**src/common/vga_pkg.sv**
```systemverilog
// VGA frame-buffer shared definitions
// Bus width, 640x480 porch and sync widths, line phases, size helpers
`default_nettype none

package vga_pkg;

    // Width of both memory ports
    localparam int word_bits = 32;
    localparam int word_bytes = word_bits / 8;
    // Bits of h_count that select a pixel inside a word
    localparam int pix_sel_bits = $clog2(word_bits);

    // Horizontal blanking in pixels
    localparam int h_front = 16;
    localparam int h_sync = 96;
    localparam int h_back = 48;

    // Vertical blanking in lines
    localparam int v_front = 10;
    localparam int v_sync = 2;
    localparam int v_back = 33;

    // Both syncs pulse low
    localparam logic sync_active = 1'b0;

    // Position of the beam inside a line or a frame
    typedef enum logic [1:0] {
        ph_active,
        ph_front,
        ph_sync,
        ph_back
    } line_phase_e;

    // ======================================
    // Size helpers
    // ======================================
    function automatic int h_total_of(int h_act);
        return h_act + h_front + h_sync + h_back;
    endfunction

    function automatic int v_total_of(int v_act);
        return v_act + v_front + v_sync + v_back;
    endfunction

    function automatic int h_count_bits(int h_act);
        return $clog2(h_total_of(h_act));
    endfunction

    function automatic int v_count_bits(int v_act);
        return $clog2(v_total_of(v_act));
    endfunction

    // Frame size in words, one bit per pixel
    function automatic int fb_words(int h_act, int v_act);
        return (h_act / word_bits) * v_act;
    endfunction

    // One spare bit so that addresses past the frame stay reachable
    function automatic int fb_addr_bits(int h_act, int v_act);
        return $clog2(fb_words(h_act, v_act)) + 1;
    endfunction

endpackage

`default_nettype wire

```
**src/vga/vga_timing.sv**
```systemverilog
// VGA raster timing
// Line and frame counters with phase tracking, raw syncs and active flag
`timescale 1ns/1ps
`default_nettype none

module vga_timing #(
    parameter int h_active = 640,
    parameter int v_active = 480,
    localparam int h_bits = vga_pkg::h_count_bits(h_active),
    localparam int v_bits = vga_pkg::v_count_bits(v_active)
) (
    input  logic              clock,
    input  logic              rst_n,
    output logic [h_bits-1:0] h_count,
    output logic [v_bits-1:0] v_count,
    output logic              active,
    output logic              hsync_raw,
    output logic              vsync_raw
);
    import vga_pkg::*;

    localparam int h_total = h_total_of(h_active);
    localparam int v_total = v_total_of(v_active);

    line_phase_e h_phase;
    line_phase_e v_phase;
    logic        h_last;
    logic        v_last;

    // Phase step at the last count of each region
    function automatic line_phase_e next_phase(
        line_phase_e ph,
        int          cnt,
        int          act,
        int          front,
        int          sync,
        int          back
    );
        line_phase_e nxt;
        nxt = ph;
        case (ph)
            ph_active: if (cnt == act - 1) nxt = ph_front;
            ph_front:  if (cnt == act + front - 1) nxt = ph_sync;
            ph_sync:   if (cnt == act + front + sync - 1) nxt = ph_back;
            ph_back:   if (cnt == act + front + sync + back - 1) nxt = ph_active;
            default:   nxt = ph_active;
        endcase
        return nxt;
    endfunction

    assign h_last = h_count == h_bits'(h_total - 1);
    assign v_last = v_count == v_bits'(v_total - 1);

    // ======================================
    // Horizontal counter, every clock
    // ======================================
    always_ff @(posedge clock) begin
        if (!rst_n) begin
            h_count <= '0;
            h_phase <= ph_active;
        end else begin
            h_count <= h_last ? '0 : h_count + 1'b1;
            h_phase <= next_phase(h_phase, int'(h_count), h_active, h_front, h_sync, h_back);
        end
    end

    // ======================================
    // Vertical counter, once per line wrap
    // ======================================
    always_ff @(posedge clock) begin
        if (!rst_n) begin
            v_count <= '0;
            v_phase <= ph_active;
        end else if (h_last) begin
            v_count <= v_last ? '0 : v_count + 1'b1;
            v_phase <= next_phase(v_phase, int'(v_count), v_active, v_front, v_sync, v_back);
        end
    end

    // Decoded straight from the phase registers
    assign active    = (h_phase == ph_active) && (v_phase == ph_active);
    assign hsync_raw = (h_phase == ph_sync) ? sync_active : ~sync_active;
    assign vsync_raw = (v_phase == ph_sync) ? sync_active : ~sync_active;

endmodule

`default_nettype wire

```
**config.mk**
```make
export PLATFORM = sky130hd
export DESIGN_NAME = vga_timing
export DESIGN_NICKNAME = d
export VERILOG_FILES = /design/src/common/vga_pkg.sv /design/src/vga/vga_timing.sv
export SDC_FILE = /design/constraint.sdc
export NUM_CORES = 1
export LEC_CHECK = 0
export ABC_AREA = 1
export BUFFER_PORTS_ARGS = -buffer_cell sky130_fd_sc_hd__buf_2
export CORE_MARGIN = 2
export CORE_UTILIZATION = 47
export CTS_BUF_LIST = sky130_fd_sc_hd__clkbuf_16
export CTS_CLUSTER_SIZE = 12
export DETAILED_ROUTE_END_ITERATION = 10
export PLACE_DENSITY = 0.68
export SETUP_SLACK_MARGIN = 0.5
export SLEW_MARGIN = 20
export SYNTH_ARGS = -nofsm -noshare
export SYNTH_HDL_FRONTEND = slang
export SYNTH_SLANG_ARGS = --single-unit
```
**constraint.sdc**
```tcl
create_clock -name clock -period 2.8 [get_ports clock]
set_input_delay 0.28 -clock clock [delete_from_list [all_inputs] [get_ports clock]]
set_output_delay 0.28 -clock clock [all_outputs]
set_load 0.01 [all_outputs]
```
* Word-level counts from Yosys, hierarchy flattened
Index checks and enable logic that the tools add are counted.
Storage, ports and cells: flip-flop bits (word level) 24, bits of input ports 2, output and inout port bits 23, logic and storage cells 50
Operators by class: add/sub/neg operators 2, eq/ne operators 24, multiplexer cells 13, bitwise operators 1, reductions and logical operators 6
Operators with widths (number):
- 10-bit equality test (second input constant) | 9
- 10-bit by 1-bit adder with 10-bit output (second input constant) | 2
- 2-bit two-way mux | 8
- 2-bit inequality test (second input constant) | 8
- 2-bit case mux with 4 select lines | 2
- 10-bit by 9-bit equality test with 1-bit output (second input constant) | 1
- 10-bit two-way mux | 1
- 2-bit equality test (second input constant) | 4
- 5-bit AND reduction | 1
- 2-bit by 1-bit equality test with 1-bit output (second input constant) | 2
- 2-bit zero test | 2
- 4-bit AND reduction | 1
- 1-bit two-way mux | 2
- 2-bit OR reduction | 1
- 1-bit logical AND | 1
- 1-bit inverter | 1

* Depth between registers and ports, before layout
word-level depth 3, mapped depth 11, mapped depth without buffers 11

* Worst setup path before layout
OpenSTA, ideal clock, no wires.
path type register to register, start register h_count[0], end register v_phase[0], library setup time 113 ps, arrival time 1377 ps, required time 2687 ps, slack 1310 ps, cell stages (with the launch flop) 10, buffers on the path 1, clock period less this slack 1490 ps, path through dfxtp_1 > ha_1 > nand2_2 > nor2_4 > nand4_1 > buf_2 > a21oi_1 > nand3_1 > nand2_1 > nor2_1
Between the ends: longest elaborated chain between the ends 2
Ends and longest elaborated chain:
- from (decl) | line vga_timing.sv:14 | output logic [h_bits-1:0] h_count,
- from (signal assigned) | line vga_timing.sv:62 | h_count <= h_last ? '0 : h_count + 1'b1;
- 10-bit equality test | line vga_timing.sv:51 | assign h_last = h_count == h_bits'(h_total - 1);
- 5-bit AND reduction (no source line)
- to (signal assigned) | line vga_timing.sv:73 | v_phase <= ph_active;
- to (signal assigned) | line vga_timing.sv:76 | v_phase <= next_phase(v_phase, int'(v_count), v_active, v_front, v_sync, v_back);
- to (decl) | line vga_timing.sv:26 | line_phase_e v_phase;
No other way between the ends. A chain may end at the register's enable or synchronous reset.

* Worst setup path after layout
start register h_count[0], end register h_phase[0]
Between the ends: longest elaborated chain between the ends 3, elaborated cells on any way between the ends 9, classes of those cells eq/ne: 8; reduce/logical: 1
Ends and longest elaborated chain:
- 10-bit by 9-bit equality test with 1-bit output (tied with other cells) | line vga_timing.sv:45 | ph_back: if (cnt == act + front + sync + back - 1) nxt = ph_active;
- 2-bit inequality test (no source line)
- 4-bit AND reduction (no source line) *
- to (signal assigned) | line vga_timing.sv:60 | h_phase <= ph_active;
- to (signal assigned) | line vga_timing.sv:63 | h_phase <= next_phase(h_phase, int'(h_count), h_active, h_front, h_sync, h_back);
- to (decl) | line vga_timing.sv:25 | line_phase_e h_phase;
Mark *: on every way between the ends. The rest lies on a longest branch, timed or not.

==> results.txt <==
worst-path fanout max - 11
total of max-cap violations - 0
DR vias - 1435
top cell type's share of synthesized area - 0.3127
Critical Path RT - 2.96 ns
Cell Pwr Density - 431.2 mW/mm²
# port buffers - 24
Die W - 61.18 µm
leading area contributor after synthesis - dfxtp_1
first-pass GRT wire length - 5.333 mm
Slew headroom - 0.6588
slew at the pin closest to its max-slew limit - 0.5103 ns
DRC - 0
Layout area overhead - 17.67%
cts bufs inserted - 3
fraction of registers with async set/reset - 0
clk_lat worst skew - 0.26 ns
Setup Viol. Count Final - 0
RD Place Congestion - 0.8438
Slew Viols, Final - 0
Detail Route Antenna Nets - 0
post-synthesis cell count - 225
hpwl dp - 2.425 mm
most area-consuming cells after synthesis - dfxtp_1, nand2_1, nor2_1
clk buf depth - 2
status - completed
die area - 0.003742 mm²
Post-CTS Resized - 0
startpoint types - register
CTS Root Cell - clkbuf_16
Worst setup EP type - register
# Post-CTS Setup Buffers - 0
# H-tree levels - 1
Synth Net Count - 240
nets - 267
GRT Util Overall - 0.1887
CTS Hold Bufs - 0
Starting Density - 0.4992
first drt pass iteration count - 4
Final Critical Period - 1.901 ns
count leader, synth - nand2_1
register area share after synthesis - 0.3127
M2 GR Usage - 0.3191
Peak VDD IR - 0.2655 mV
RSZ-0062 raised after global routing - no
fmax - 526.1 MHz
Die H - 61.18 µm
final hold vios - 0
WL per Instance - 11.08 µm
fill cell count - 299
Distinct cells, synth - 31
synthesized area per cell - 6.829 µm²
post-synthesis instance area - 0.001536 mm²
Diodes inserted - 0
Leak Pwr - 0.7744 nW
Overflow after GRT - 0
vias in the first global route - 1255
Ys Warns - 0
Data arrival, critical path - 2.06 ns
Hold Path Class - in -> reg
CTS tree - built
row count - 20
Starting DRT DRC Count - 92
Core ar. - 0.003078 mm²
Final period util - 0.6789
Post-synth top cells - nand2_1, nor2_1, inv_1
initial antenna violation count - 0
Worst-path clk slew - 0.06 ns
IO Count - 25
Synth Flop Type - dfxtp_1
placed cells - 291
critical path type - reg -> reg
largest net degree at the start of global routing - 15
Post-synth EDFFs - 0
most used routing layer - met2
Final TNS setup - 0 ns
fraction of layout cells with a size suffix above 1 - 0.1713
met3 global-route usage - 0.02521
vias per inst - 4.864
met1 usage - 0.2468
Clock Skew - 0.002167 ns
Num Clock Sinks - 24
fin cells - 295
final wirelength - 3.269 mm
#FFs+latches synth - 24
## report_power, final
part | switching [mW] | leakage [nW] | internal, mW | total (mW)
registers | 0.00289 | 0.194 | 0.345 | 0.348
clock network | 0.126 | 0.0511 | 0.284 | 0.411
logic | 0.0138 | 0.529 | 0.00743 | 0.0212
total | 0.143 | 0.774 | 0.637 | 0.780
## path summary, 6_finish.rpt
path | from | endpoint | slack, ns | cells after the start
min reg2reg | h_count[0] | h_count[0] | 0.46 | 1
max | h_count[0] | h_phase[0] | 0.90 | 10
min | rst_n | h_phase[1] | 0.34 | 3
max reg2reg | h_count[0] | h_phase[0] | 0.90 | 10
## state kept, by name (all words and copies together), names as in the netlist
signal	cells
h_count	10
v_count	10
v_phase	2
h_phase	2
## area by class of cell
cell class	count	area, µm²	area share
timing repair buffer	24	120.1	0.06644
clock buffer	3	75.07	0.04152
clock inverter	1	30.03	0.01661
tap	44	55.05	0.03045
sequential	24	480.5	0.2657
inverter	31	116.4	0.06436
multi-input combinational	168	930.9	0.5149
## worst max-delay path: stages (launching register included)
cell,delay (ns)
dfxtp_1,0.36
ha_1,0.19
nand2_2,0.09
nor2_4,0.15
nand4_1,0.42
nand2_1,0.19
nand2_1,0.08
nor2_2,0.17
nand2_1,0.07
nand2_1,0.06
nor2_1,0.03
## cell families after synthesis
family	after synthesis	synth area share
flip-flops	24	0.3127
AND/OR/NAND/NOR	126	0.3836
adder cells (fa/ha/maj)	13	0.1059
buffers and inverters	33	0.08143
XOR/XNOR	6	0.03420
AO/OA/AOI/OAI	23	0.08225
## metal layers
metal,vias to the layer above,share of wire
met4,0,0.014
met2,39,0.49
met3,5,0.043
met1,626,0.46
li1,765,-
met5,-,0
## cell usage in the layout, fill, tap and decap left out, types with 2 or more instances in the layout
cell type,count
nand2_1,49
nor2_1,44
inv_1,29
dfxtp_1,24
buf_2,24
ha_1,13
a21oi_1,11
nand3_1,10
nand4_1,6
xor2_1,5
o21ai_0,4
nor2_2,4
o21ai_1,3
nor3_1,3
clkbuf_16,3
inv_2,2
nand3_2,2
## metrics by stage
| stage | total power, mW | instance area [µm²] | utilization | setup WS, ns | hold slack, ns |
|---|---|---|---|---|---|
| global route | 0.8026 | 1808 | 0.5874 | 0.6953 | 0.3415 |
| floorplan | 0.3699 | 1536 | - | 1.310 | 0.4691 |
| detailed placement | 0.3771 | 1703 | 0.5533 | 0.9019 | 0.4591 |
| CTS | 0.7881 | 1808 | 0.5874 | 0.8950 | 0.3336 |
| finish | 0.7796 | 1808 | 0.5874 | 0.8991 | 0.3366 |
| global placement | 0.3771 | 1703 | 0.5533 | 0.9670 | 0.4447 |
Note: power is estimated with default switching activity, not from simulation.
