==> config.mk <==
export PLATFORM = sky130hd
export DESIGN_NAME = vga_pixel_fetch_flat
export DESIGN_NICKNAME = d
export VERILOG_FILES = /design/src/common/vga_pkg.sv /design/src/common/vga_mem_ifs.sv /design/src/vga/vga_pixel_fetch.sv /design/src/flat_wrapper.sv
export SDC_FILE = /design/constraint.sdc
export NUM_CORES = 1
export LEC_CHECK = 0
export BUFFER_PORTS_ARGS = -buffer_cell sky130_fd_sc_hd__clkbuf_2
export CAP_MARGIN = 20
export CORE_AREA = 10 10 112 114
export DETAILED_ROUTE_END_ITERATION = 6
export DIE_AREA = 0 0 122 124
export PLACE_DENSITY = 0.6
export SLEW_MARGIN = 20
export SYNTH_ARGS = -nofsm -noshare
export SYNTH_HDL_FRONTEND = slang
export SYNTH_SLANG_ARGS = --single-unit
==> constraint.sdc <==
create_clock -name clock -period 12.4 [get_ports clock]
set_clock_uncertainty 0.15 [all_clocks]
set_input_delay 3.72 -clock clock [delete_from_list [all_inputs] [get_ports clock]]
set_output_delay 3.72 -clock clock [all_outputs]
set_load 0.02 [all_outputs]
==> src/common/vga_pkg.sv <==
// VGA frame-buffer shared definitions
// Bus width, 640x480 porch and sync widths, line phases, size helpers
`default_nettype none

package vga_pkg;

    // Width of both memory ports
    localparam int word_bits = 32;
    localparam int word_bytes = word_bits / 8;
    // Bits of h_count that select a pixel inside a word
    localparam int pix_sel_bits = $clog2(word_bits);

    // Horizontal blanking in pixels
    localparam int h_front = 16;
    localparam int h_sync = 96;
    localparam int h_back = 48;

    // Vertical blanking in lines
    localparam int v_front = 10;
    localparam int v_sync = 2;
    localparam int v_back = 33;

    // Both syncs pulse low
    localparam logic sync_active = 1'b0;

    // Position of the beam inside a line or a frame
    typedef enum logic [1:0] {
        ph_active,
        ph_front,
        ph_sync,
        ph_back
    } line_phase_e;

    // ======================================
    // Size helpers
    // ======================================
    function automatic int h_total_of(int h_act);
        return h_act + h_front + h_sync + h_back;
    endfunction

    function automatic int v_total_of(int v_act);
        return v_act + v_front + v_sync + v_back;
    endfunction

    function automatic int h_count_bits(int h_act);
        return $clog2(h_total_of(h_act));
    endfunction

    function automatic int v_count_bits(int v_act);
        return $clog2(v_total_of(v_act));
    endfunction

    // Frame size in words, one bit per pixel
    function automatic int fb_words(int h_act, int v_act);
        return (h_act / word_bits) * v_act;
    endfunction

    // One spare bit so that addresses past the frame stay reachable
    function automatic int fb_addr_bits(int h_act, int v_act);
        return $clog2(fb_words(h_act, v_act)) + 1;
    endfunction

endpackage

`default_nettype wire

==> src/common/vga_mem_ifs.sv <==
// Frame-buffer memory port bundles
// Core read/write port and display read port
`timescale 1ns/1ps
`default_nettype none


// Display side, fixed one-cycle read with valid
interface vga_disp_port_if #(parameter int addr_bits = 15);
    import vga_pkg::*;

    logic [addr_bits-1:0] addr;
    logic                 en;
    logic [word_bits-1:0] data;
    logic                 valid;

    modport fetch (output addr, en, input data, valid);
    modport mem   (input addr, en, output data, valid);
endinterface

`default_nettype wire

==> src/vga/vga_pixel_fetch.sv <==
// VGA pixel fetch and serialiser
// Reads frame words ahead of the beam and shifts them out LSB first
`timescale 1ns/1ps
`default_nettype none

module vga_pixel_fetch #(
    parameter int h_active = 640,
    parameter int v_active = 480,
    localparam int h_bits = vga_pkg::h_count_bits(h_active),
    localparam int v_bits = vga_pkg::v_count_bits(v_active)
) (
    input  logic              clock,
    input  logic              rst_n,
    input  logic [h_bits-1:0] h_count,
    input  logic [v_bits-1:0] v_count,
    input  logic              active,
    input  logic              hsync_raw,
    input  logic              vsync_raw,
    vga_disp_port_if.fetch    rd,
    output logic              hsync,
    output logic              vsync,
    output logic              video_on,
    output logic              pixel
);
    import vga_pkg::*;

    localparam int words_per_line = h_active / word_bits;
    localparam int h_total = h_total_of(h_active);
    localparam int v_total = v_total_of(v_active);
    localparam int addr_bits = fb_addr_bits(h_active, v_active);

    logic [pix_sel_bits-1:0]        bit_pos;
    logic [v_bits-1:0]              next_line;
    logic [v_bits-1:0]              req_line;
    logic [h_bits-pix_sel_bits-1:0] req_word;
    logic                           inline_req;
    logic                           prefetch_req;
    logic [word_bits-1:0]           staged;
    logic [word_bits-1:0]           shreg;
    logic                           pix_bit;

    assign bit_pos   = h_count[pix_sel_bits-1:0];
    assign next_line = (v_count == v_bits'(v_total - 1)) ? '0 : v_count + 1'b1;

    // ======================================
    // Read requests, two clocks ahead
    // ======================================
    // Next word of this line, skipped after the last word
    assign inline_req = active && (bit_pos == pix_sel_bits'(word_bits - 2))
                        && (int'(h_count) + 2 < h_active);
    // Word 0 of the coming line
    assign prefetch_req = (h_count == h_bits'(h_total - 2)) && (next_line < v_active);

    assign req_line = inline_req ? v_count : next_line;
    assign req_word = inline_req ? h_count[h_bits-1:pix_sel_bits] + 1'b1 : '0;
    assign rd.en    = inline_req || prefetch_req;
    assign rd.addr  = addr_bits'(req_line * words_per_line + req_word);

    // Returned word waits here until its boundary
    always_ff @(posedge clock) begin
        if (rd.valid) begin
            staged <= rd.data;
        end
    end

    // Loaded at bit 0 with the rest of the word
    always_ff @(posedge clock) begin
        if (bit_pos == '0) begin
            shreg <= staged >> 1;
        end else begin
            shreg <= shreg >> 1;
        end
    end

    // Bit 0 comes straight from the staging register
    assign pix_bit = (bit_pos == '0) ? staged[0] : shreg[0];

    // All four outputs one clock behind the counters
    always_ff @(posedge clock) begin
        if (!rst_n) begin
            pixel    <= 1'b0;
            video_on <= 1'b0;
            hsync    <= ~sync_active;
            vsync    <= ~sync_active;
        end else begin
            pixel    <= active ? pix_bit : 1'b0;
            video_on <= active;
            hsync    <= hsync_raw;
            vsync    <= vsync_raw;
        end
    end

endmodule

`default_nettype wire

==> src/flat_wrapper.sv <==
// flat-port wrapper written by rule: the top's interface ports become plain ports
module vga_pixel_fetch_flat import vga_pkg::*;
#(
    parameter int h_active = 640,
    parameter int v_active = 480,
    localparam int h_bits = vga_pkg::h_count_bits(h_active),
    localparam int v_bits = vga_pkg::v_count_bits(v_active)
)
  (clock, rst_n, h_count, v_count, active, hsync_raw, vsync_raw, hsync, vsync, video_on, pixel, rd_addr, rd_en, rd_data, rd_valid);
  vga_disp_port_if rd_i ();
  input  logic clock;
  input  logic rst_n;
  input  logic [h_bits-1:0] h_count;
  input  logic [v_bits-1:0] v_count;
  input  logic active;
  input  logic hsync_raw;
  input  logic vsync_raw;
  output logic hsync;
  output logic vsync;
  output logic video_on;
  output logic pixel;
  output wire logic [$bits(rd_i.addr)-1:0] rd_addr;
  output wire logic [$bits(rd_i.en)-1:0] rd_en;
  input wire logic [$bits(rd_i.data)-1:0] rd_data;
  input wire logic [$bits(rd_i.valid)-1:0] rd_valid;
  assign rd_addr = rd_i.addr;
  assign rd_en = rd_i.en;
  assign rd_i.data = rd_data;
  assign rd_i.valid = rd_valid;
  vga_pixel_fetch #(.h_active(h_active), .v_active(v_active)) u_core (.clock(clock), .rst_n(rst_n), .h_count(h_count), .v_count(v_count), .active(active), .hsync_raw(hsync_raw), .vsync_raw(vsync_raw), .rd(rd_i), .hsync(hsync), .vsync(vsync), .video_on(video_on), .pixel(pixel));
endmodule
## After elaboration in Yosys (flattened, before gate mapping)

Cells that the tools add are included.

| cells by class | value |
|---|---|
| add/subtract/negate cells | 4 |
| equal/unequal tests | 3 |
| reductions and logical operators | 6 |
| $mul | 1 |
| order comparisons | 2 |
| multiplexer cells | 5 |

Operators by type and width:

| kind | count |
|---|---|
| $lt 32x11->1 const B | 1 |
| $mux 31 | 1 |
| $eq 10x10->1 const B | 2 |
| $mux 10 | 2 |
| $add 15x5->15 | 1 |
| $mul 10x3->13 const B | 1 |
| $add 10x2->11 const B | 1 |
| $add 10x1->10 const B | 1 |
| $lt 10x9->1 const B | 1 |
| $add 5x1->5 const B | 1 |
| $eq 5x5->1 const B | 1 |
| $logic_not 5->1 | 1 |
| $mux 5 | 1 |
| $logic_and 1x1->1 | 3 |
| $reduce_and 2->1 | 1 |
| $logic_or 1x1->1 | 1 |
| $mux 1 | 1 |

| word-level totals | value |
|---|---|
| word-level logic and storage cells | 27 |
| input port bits | 58 |
| output and inout bits | 20 |
| register bits | 68 |

## Logic depth before layout (Yosys ltp)

| depth | value |
|---|---|
| depth in word-level cells | 6 |
| gate-level depth with buffers | 18 |
| mapped depth without buffers | 17 |

## Worst setup path before layout

OpenSTA, ideal clock, no wires.

| path | value |
|---|---|
| path kind | input to output |
| from | input port v_count[1] |
| to | output port rd_addr[14] |
| data required time | 8,530 ps |
| stages on the path | 17 |
| buffers on the path | 1 |
| slack | 1,067 ps |
| arrival | 7,463 ps |
| cells stage by stage | clkbuf_2 -> inv_1 -> ha_1 -> nand4_1 -> or4_4 -> a21o_1 -> a22oi_2 -> xnor2_1 -> ha_1 -> inv_1 -> fa_1 -> and2b_1 -> o22ai_1 -> or3_4 -> a311oi_4 -> a41oi_1 -> mux2i_1 |

| between the ends | value |
|---|---|
| cells in the longest elaborated chain, start to end | 5 |
| elaborated cells between the ends (all ways) | 6 |
| those cells by class | 2 x add/sub; 1 x mul; 1 x eq/ne; 2 x mux |

Ends and longest elaborated chain:

| what | RTL line | source |
|---|---|---|
| start: declaration | flat_wrapper.sv:14 | `input logic [v_bits-1:0] v_count;` |
| $add 10x1->10 or $eq 10x10->1 (tied branches) | vga_pixel_fetch.sv:43 | `assign next_line = (v_count == v_bits'(v_total - 1)) ? '0 : v_count + 1'b1;` |
| $mux 10 | vga_pixel_fetch.sv:43 |  |
| $mux 10 (*) | vga_pixel_fetch.sv:54 | `assign req_line = inline_req ? v_count : next_line;` |
| $mul 10x3->13 (*) | vga_pixel_fetch.sv:57 | `assign rd.addr = addr_bits'(req_line * words_per_line + req_word);` |
| $add 15x5->15 (*) | vga_pixel_fetch.sv:57 |  |
| end: declaration | flat_wrapper.sv:22 | `output wire logic [$bits(rd_i.addr)-1:0] rd_addr;` |

Every way passes the cells marked *; elsewhere a longest branch is shown, timed or not.

## Final worst setup path

| path | value |
|---|---|
| from | input port h_count[5] |
| to | output port rd_addr[12] |

| between the ends | value |
|---|---|
| cells in the longest elaborated chain, start to end | 6 |
| elaborated cells between the ends (all ways) | 8 |
| those cells by class | 3 x add/sub; 1 x mul; 1 x order compare; 2 x mux; 1 x reduce/logical |

Ends and longest elaborated chain:

| what | RTL line | source |
|---|---|---|
| start: declaration | flat_wrapper.sv:13 | `input logic [h_bits-1:0] h_count;` |
| $add 10x2->11 | vga_pixel_fetch.sv:50 | `&& (int'(h_count) + 2 < h_active);` |
| $lt 32x11->1 | vga_pixel_fetch.sv:50 |  |
| $logic_and 1x1->1 | vga_pixel_fetch.sv:50 |  |
| $mux 10 | vga_pixel_fetch.sv:54 |  |
| $mul 10x3->13 | vga_pixel_fetch.sv:57 |  |
| $add 15x5->15 (*) | vga_pixel_fetch.sv:57 |  |

Marks and branches as above.

==> summary.txt <==
Worst setup path
  • Crit-path cells: clkbuf_2 > ha_1 > a21boi_0 > o22a_1 > nand2_1 > o22ai_1 > xnor2_1 > ha_1 > inv_1 > fa_1 > and2b_1 > o22ai_1 > or3_4 > a311oi_4 > nor3b_2 > xnor2_1 > clkbuf_2
  • Worst setup path startpoint: h_count[5]
  • Critical path class: in2out
  • R2r worst-path depth: 1
  • Worst setup SP type: input pin
  • Critical R2R Launch: u_core.staged[3]$_DFFE_PP_
  • Crit-path max FO: 14
  • Biggest cell delay along the critical path: 0.42 ns
  • CP max stage cell: o22ai_1
  • WP data required: 8.53 ns
  • Worst EP arrival: 7.84 ns
  • Endpoint class of the critical path: output pin

Routing
  • Met3 wire len: 699 um
  • Final ANT Viol Nets: 0
  • Highest Signal Layer: met4
  • Final wirelength: 7270 um
  • Initial drt markers: 158
  • DR vias: 2,422
  • Met1 wire length: 3410 um
  • WL/cell: 14.3 um
  • 1st-pass router iterations: 4
  • Met2 WL: 3110 um
  • Remaining DRCs: 0
  • Vias per cell: 4.76

Final layout
  • NumNets Final: 448
  • Share of layout cells above drive strength 1: 0.367
  • Number of diodes: 0
  • Finished Layout Cells: 509
  • Area Growth Syn to Fin: 21.0%

Timing
  • Slew margin rel.: 0.455
  • Crit path time final: 11.71 ns
  • Final Setup Violations: 0
  • Fin crit share: 0.945
  • Final Hold Viols: 0
  • Setup TNS: 0 ns
  • FMAX: 85.4 MHz
  • Measured slew at the worst slew-check pin: 0.817 ns
  • Fin. max-slew vios: 0
  • RSZ-0062 raised after global routing: no

CTS
  • # clock sinks: 67
  • CTS Buffer Depth: 2
  • PostCTS Resize Cnt: 0
  • Post-CTS Setup Inserts: 0
  • CTS root buf: clkbuf_8
  • Hold_buf cts: 0
  • Worst-path clk slew: 0.07 ns
  • # H-tree levels: 3
  • CTS tree: done
  • CTS buffer count: 9
  • Worst-skew pair later-pin latency: 0.34 ns

Synth
  • Top FF cell, synth: dfxtp_1
  • Syn. warnings: 0
  • Syn Nets: 365
  • EDFF count, synth: 32
  • Post-synthesis register bit count: 67
  • Mean Syn Cell Area: 12.0 um2
  • Register area share after synthesis: 0.485
  • Netlist Area Pre-Place: 3430 um2
  • Asr flop ratio synth: 0
  • Synth Instances: 285
  • Cell variety after synth: 60

Die
  • # rows: 37
  • Die ar.: 15,100 um2
  • DIE HEIGHT: 124 um
  • Placeable Area: 10,200 um2
  • Starting density of the core: 0.335
  • I/O pin cnt: 78
  • Die span in x: 122 um

Global route
  • Gr ovfl total: 0
  • Pin count of the biggest net entering global routing: 33
  • First-pass GRT wire length: 12,200 um
  • All-layer global routing usage: 0.100
  • Vias in the first global route: 2,537
  • Initial antenna violation count: 0

Power
  • Leak pwr: 1.72 nW
  • PwrDens: 131 nW/um2
  • Clock Power Share: 0.299
  • Combinational share of power: 0.225
  • Peak supply drop: 0.0777 mV
  • Int Power: 0.393 mW
  • Switch share: 0.279
  • Switching Power: 0.152 mW
  • Sequential Power Share: 0.476

Worst hold path
  • Min-Delay Startpoint: u_core.staged[31]$_DFFE_PP_
  • Worst hold stages: 1
  • Worst hold path type: reg2reg

Placement
  • DP Cell Count: 493
  • Number of buffers inserted by port buffering: 77
  • Final weighted congestion in routability-driven placement: 0.845
  • Hpwl dp: 5700 um

Outcome
  • Status: completed

Run
  • Max cap viols: 0
-- worst max-delay path, delay by kind of cell --
family / cells / cell delay [ns]
buffers and inverters: 3 / 0.38
AOI/OAI and AO/OA: 5 / 1.44
and+or+nand+nor: 4 / 1.18
adders and majority gates: 3 / 0.83
xor gates and xnor gates: 2 / 0.30
-- logic make-up after synthesis --
kind of cell    Yosys count  synth area share
flops                    67             0.485
xor+xnor                 27            0.0690
buf+inv                  14            0.0168
simple gates             75             0.130
compound gates           47             0.110
mux                      32             0.104
fa+ha+maj                23            0.0854
-- power by group through the flow --
stage,registers [mW],clock network [mW],logic (mW)
after floorplan,0.264,0,0.0843
after global placement,0.264,0,0.122
after detailed placement,0.265,0,0.124
after CTS,0.260,0.171,0.124
after global routing,0.262,0.179,0.137
final,0.260,0.163,0.123
-- metrics by stage --
step	hold WS, ns	setup WS (ns)	power, mW	util	area [um2]
final	0.289	0.687	0.545	0.406	4150
after global routing	0.310	0.241	0.578	0.406	4150
after CTS	0.293	0.704	0.555	0.406	4150
after detailed placement	0.290	0.709	0.388	0.388	3970
after global placement	0.274	0.840	0.387	0.388	3970
after floorplan	0.270	1.07	0.348	-	3430
-- Yosys cell counts, types with 4 or more instances --
cell,count,share of area
xor2_1,6,0.015
xnor2_1,21,0.054
ha_1,21,0.077
o21ai_0,8,0.012
inv_1,8,0.0088
and2_1,4,0.0073
nand2_1,18,0.020
and3_1,4,0.0073
a21oi_1,4,0.0058
nand4_1,4,0.0073
nand2b_1,5,0.0091
mux2_2,30,0.099
dfxtp_1,35,0.20
o22ai_1,5,0.0091
nor2_1,13,0.014
edfxtp_1,32,0.28
nand3_1,6,0.0088
-- sequential cells by signal, summed over array words and instances (netlist names) --
name	flops
u_core.video_on	1
u_core.vsync	1
u_core.pixel	1
u_core.shreg	31
u_core.staged	32
u_core.hsync	1
-- final cells by class --
class	count	area [um2]
fill	1007	6080
multi-input combinational	204	1710
sequential	67	1660
timing repair buffer	78	393
tap	136	170
clock buffer	12	156
inverter	8	30.0
clock inverter	4	26.3
-- final timing paths --
path	to	slack, ns
worst max-delay path	rd_addr[12]	0.69
worst min-delay path	u_core.shreg[30]$_SDFF_PN0_	0.29
worst max register to register	u_core.shreg[2]$_DFF_P_	11.49
worst min register to register	u_core.shreg[30]$_SDFF_PN0_	0.29
-- cells in the final DEF, fill, tap and decap left out, types with 2 or more instances in the layout --
cell,n
clkbuf_2,77
dfxtp_1,35
edfxtp_1,32
mux2_2,30
xnor2_1,21
ha_1,21
nand2_1,18
nor2_1,12
clkbuf_8,9
inv_1,8
o21ai_0,8
nand3_1,6
xor2_1,6
nand2b_1,5
o22ai_1,5
nand4_1,4
and3_1,4
a21oi_1,4
and2_1,4
a21o_1,3
nor2b_1,3
or3_1,3
a211oi_1,3
o32ai_1,3
or3_4,2
o21a_1,2
nand4b_1,2
a41oi_1,2
mux2i_1,2
clkinv_2,2
clkbuf_1,2
-- layer usage --
| metal | up-vias | global-route usage |
|---|---|---|
| met5 | - | 0 |
| met2 | 77 | 0.148 |
| met3 | 5 | 0.0471 |
| met4 | 0 | 0.0224 |
| li1 | 1232 | - |
| met1 | 1108 | 0.130 |
(Power assumes the default switching activity.)
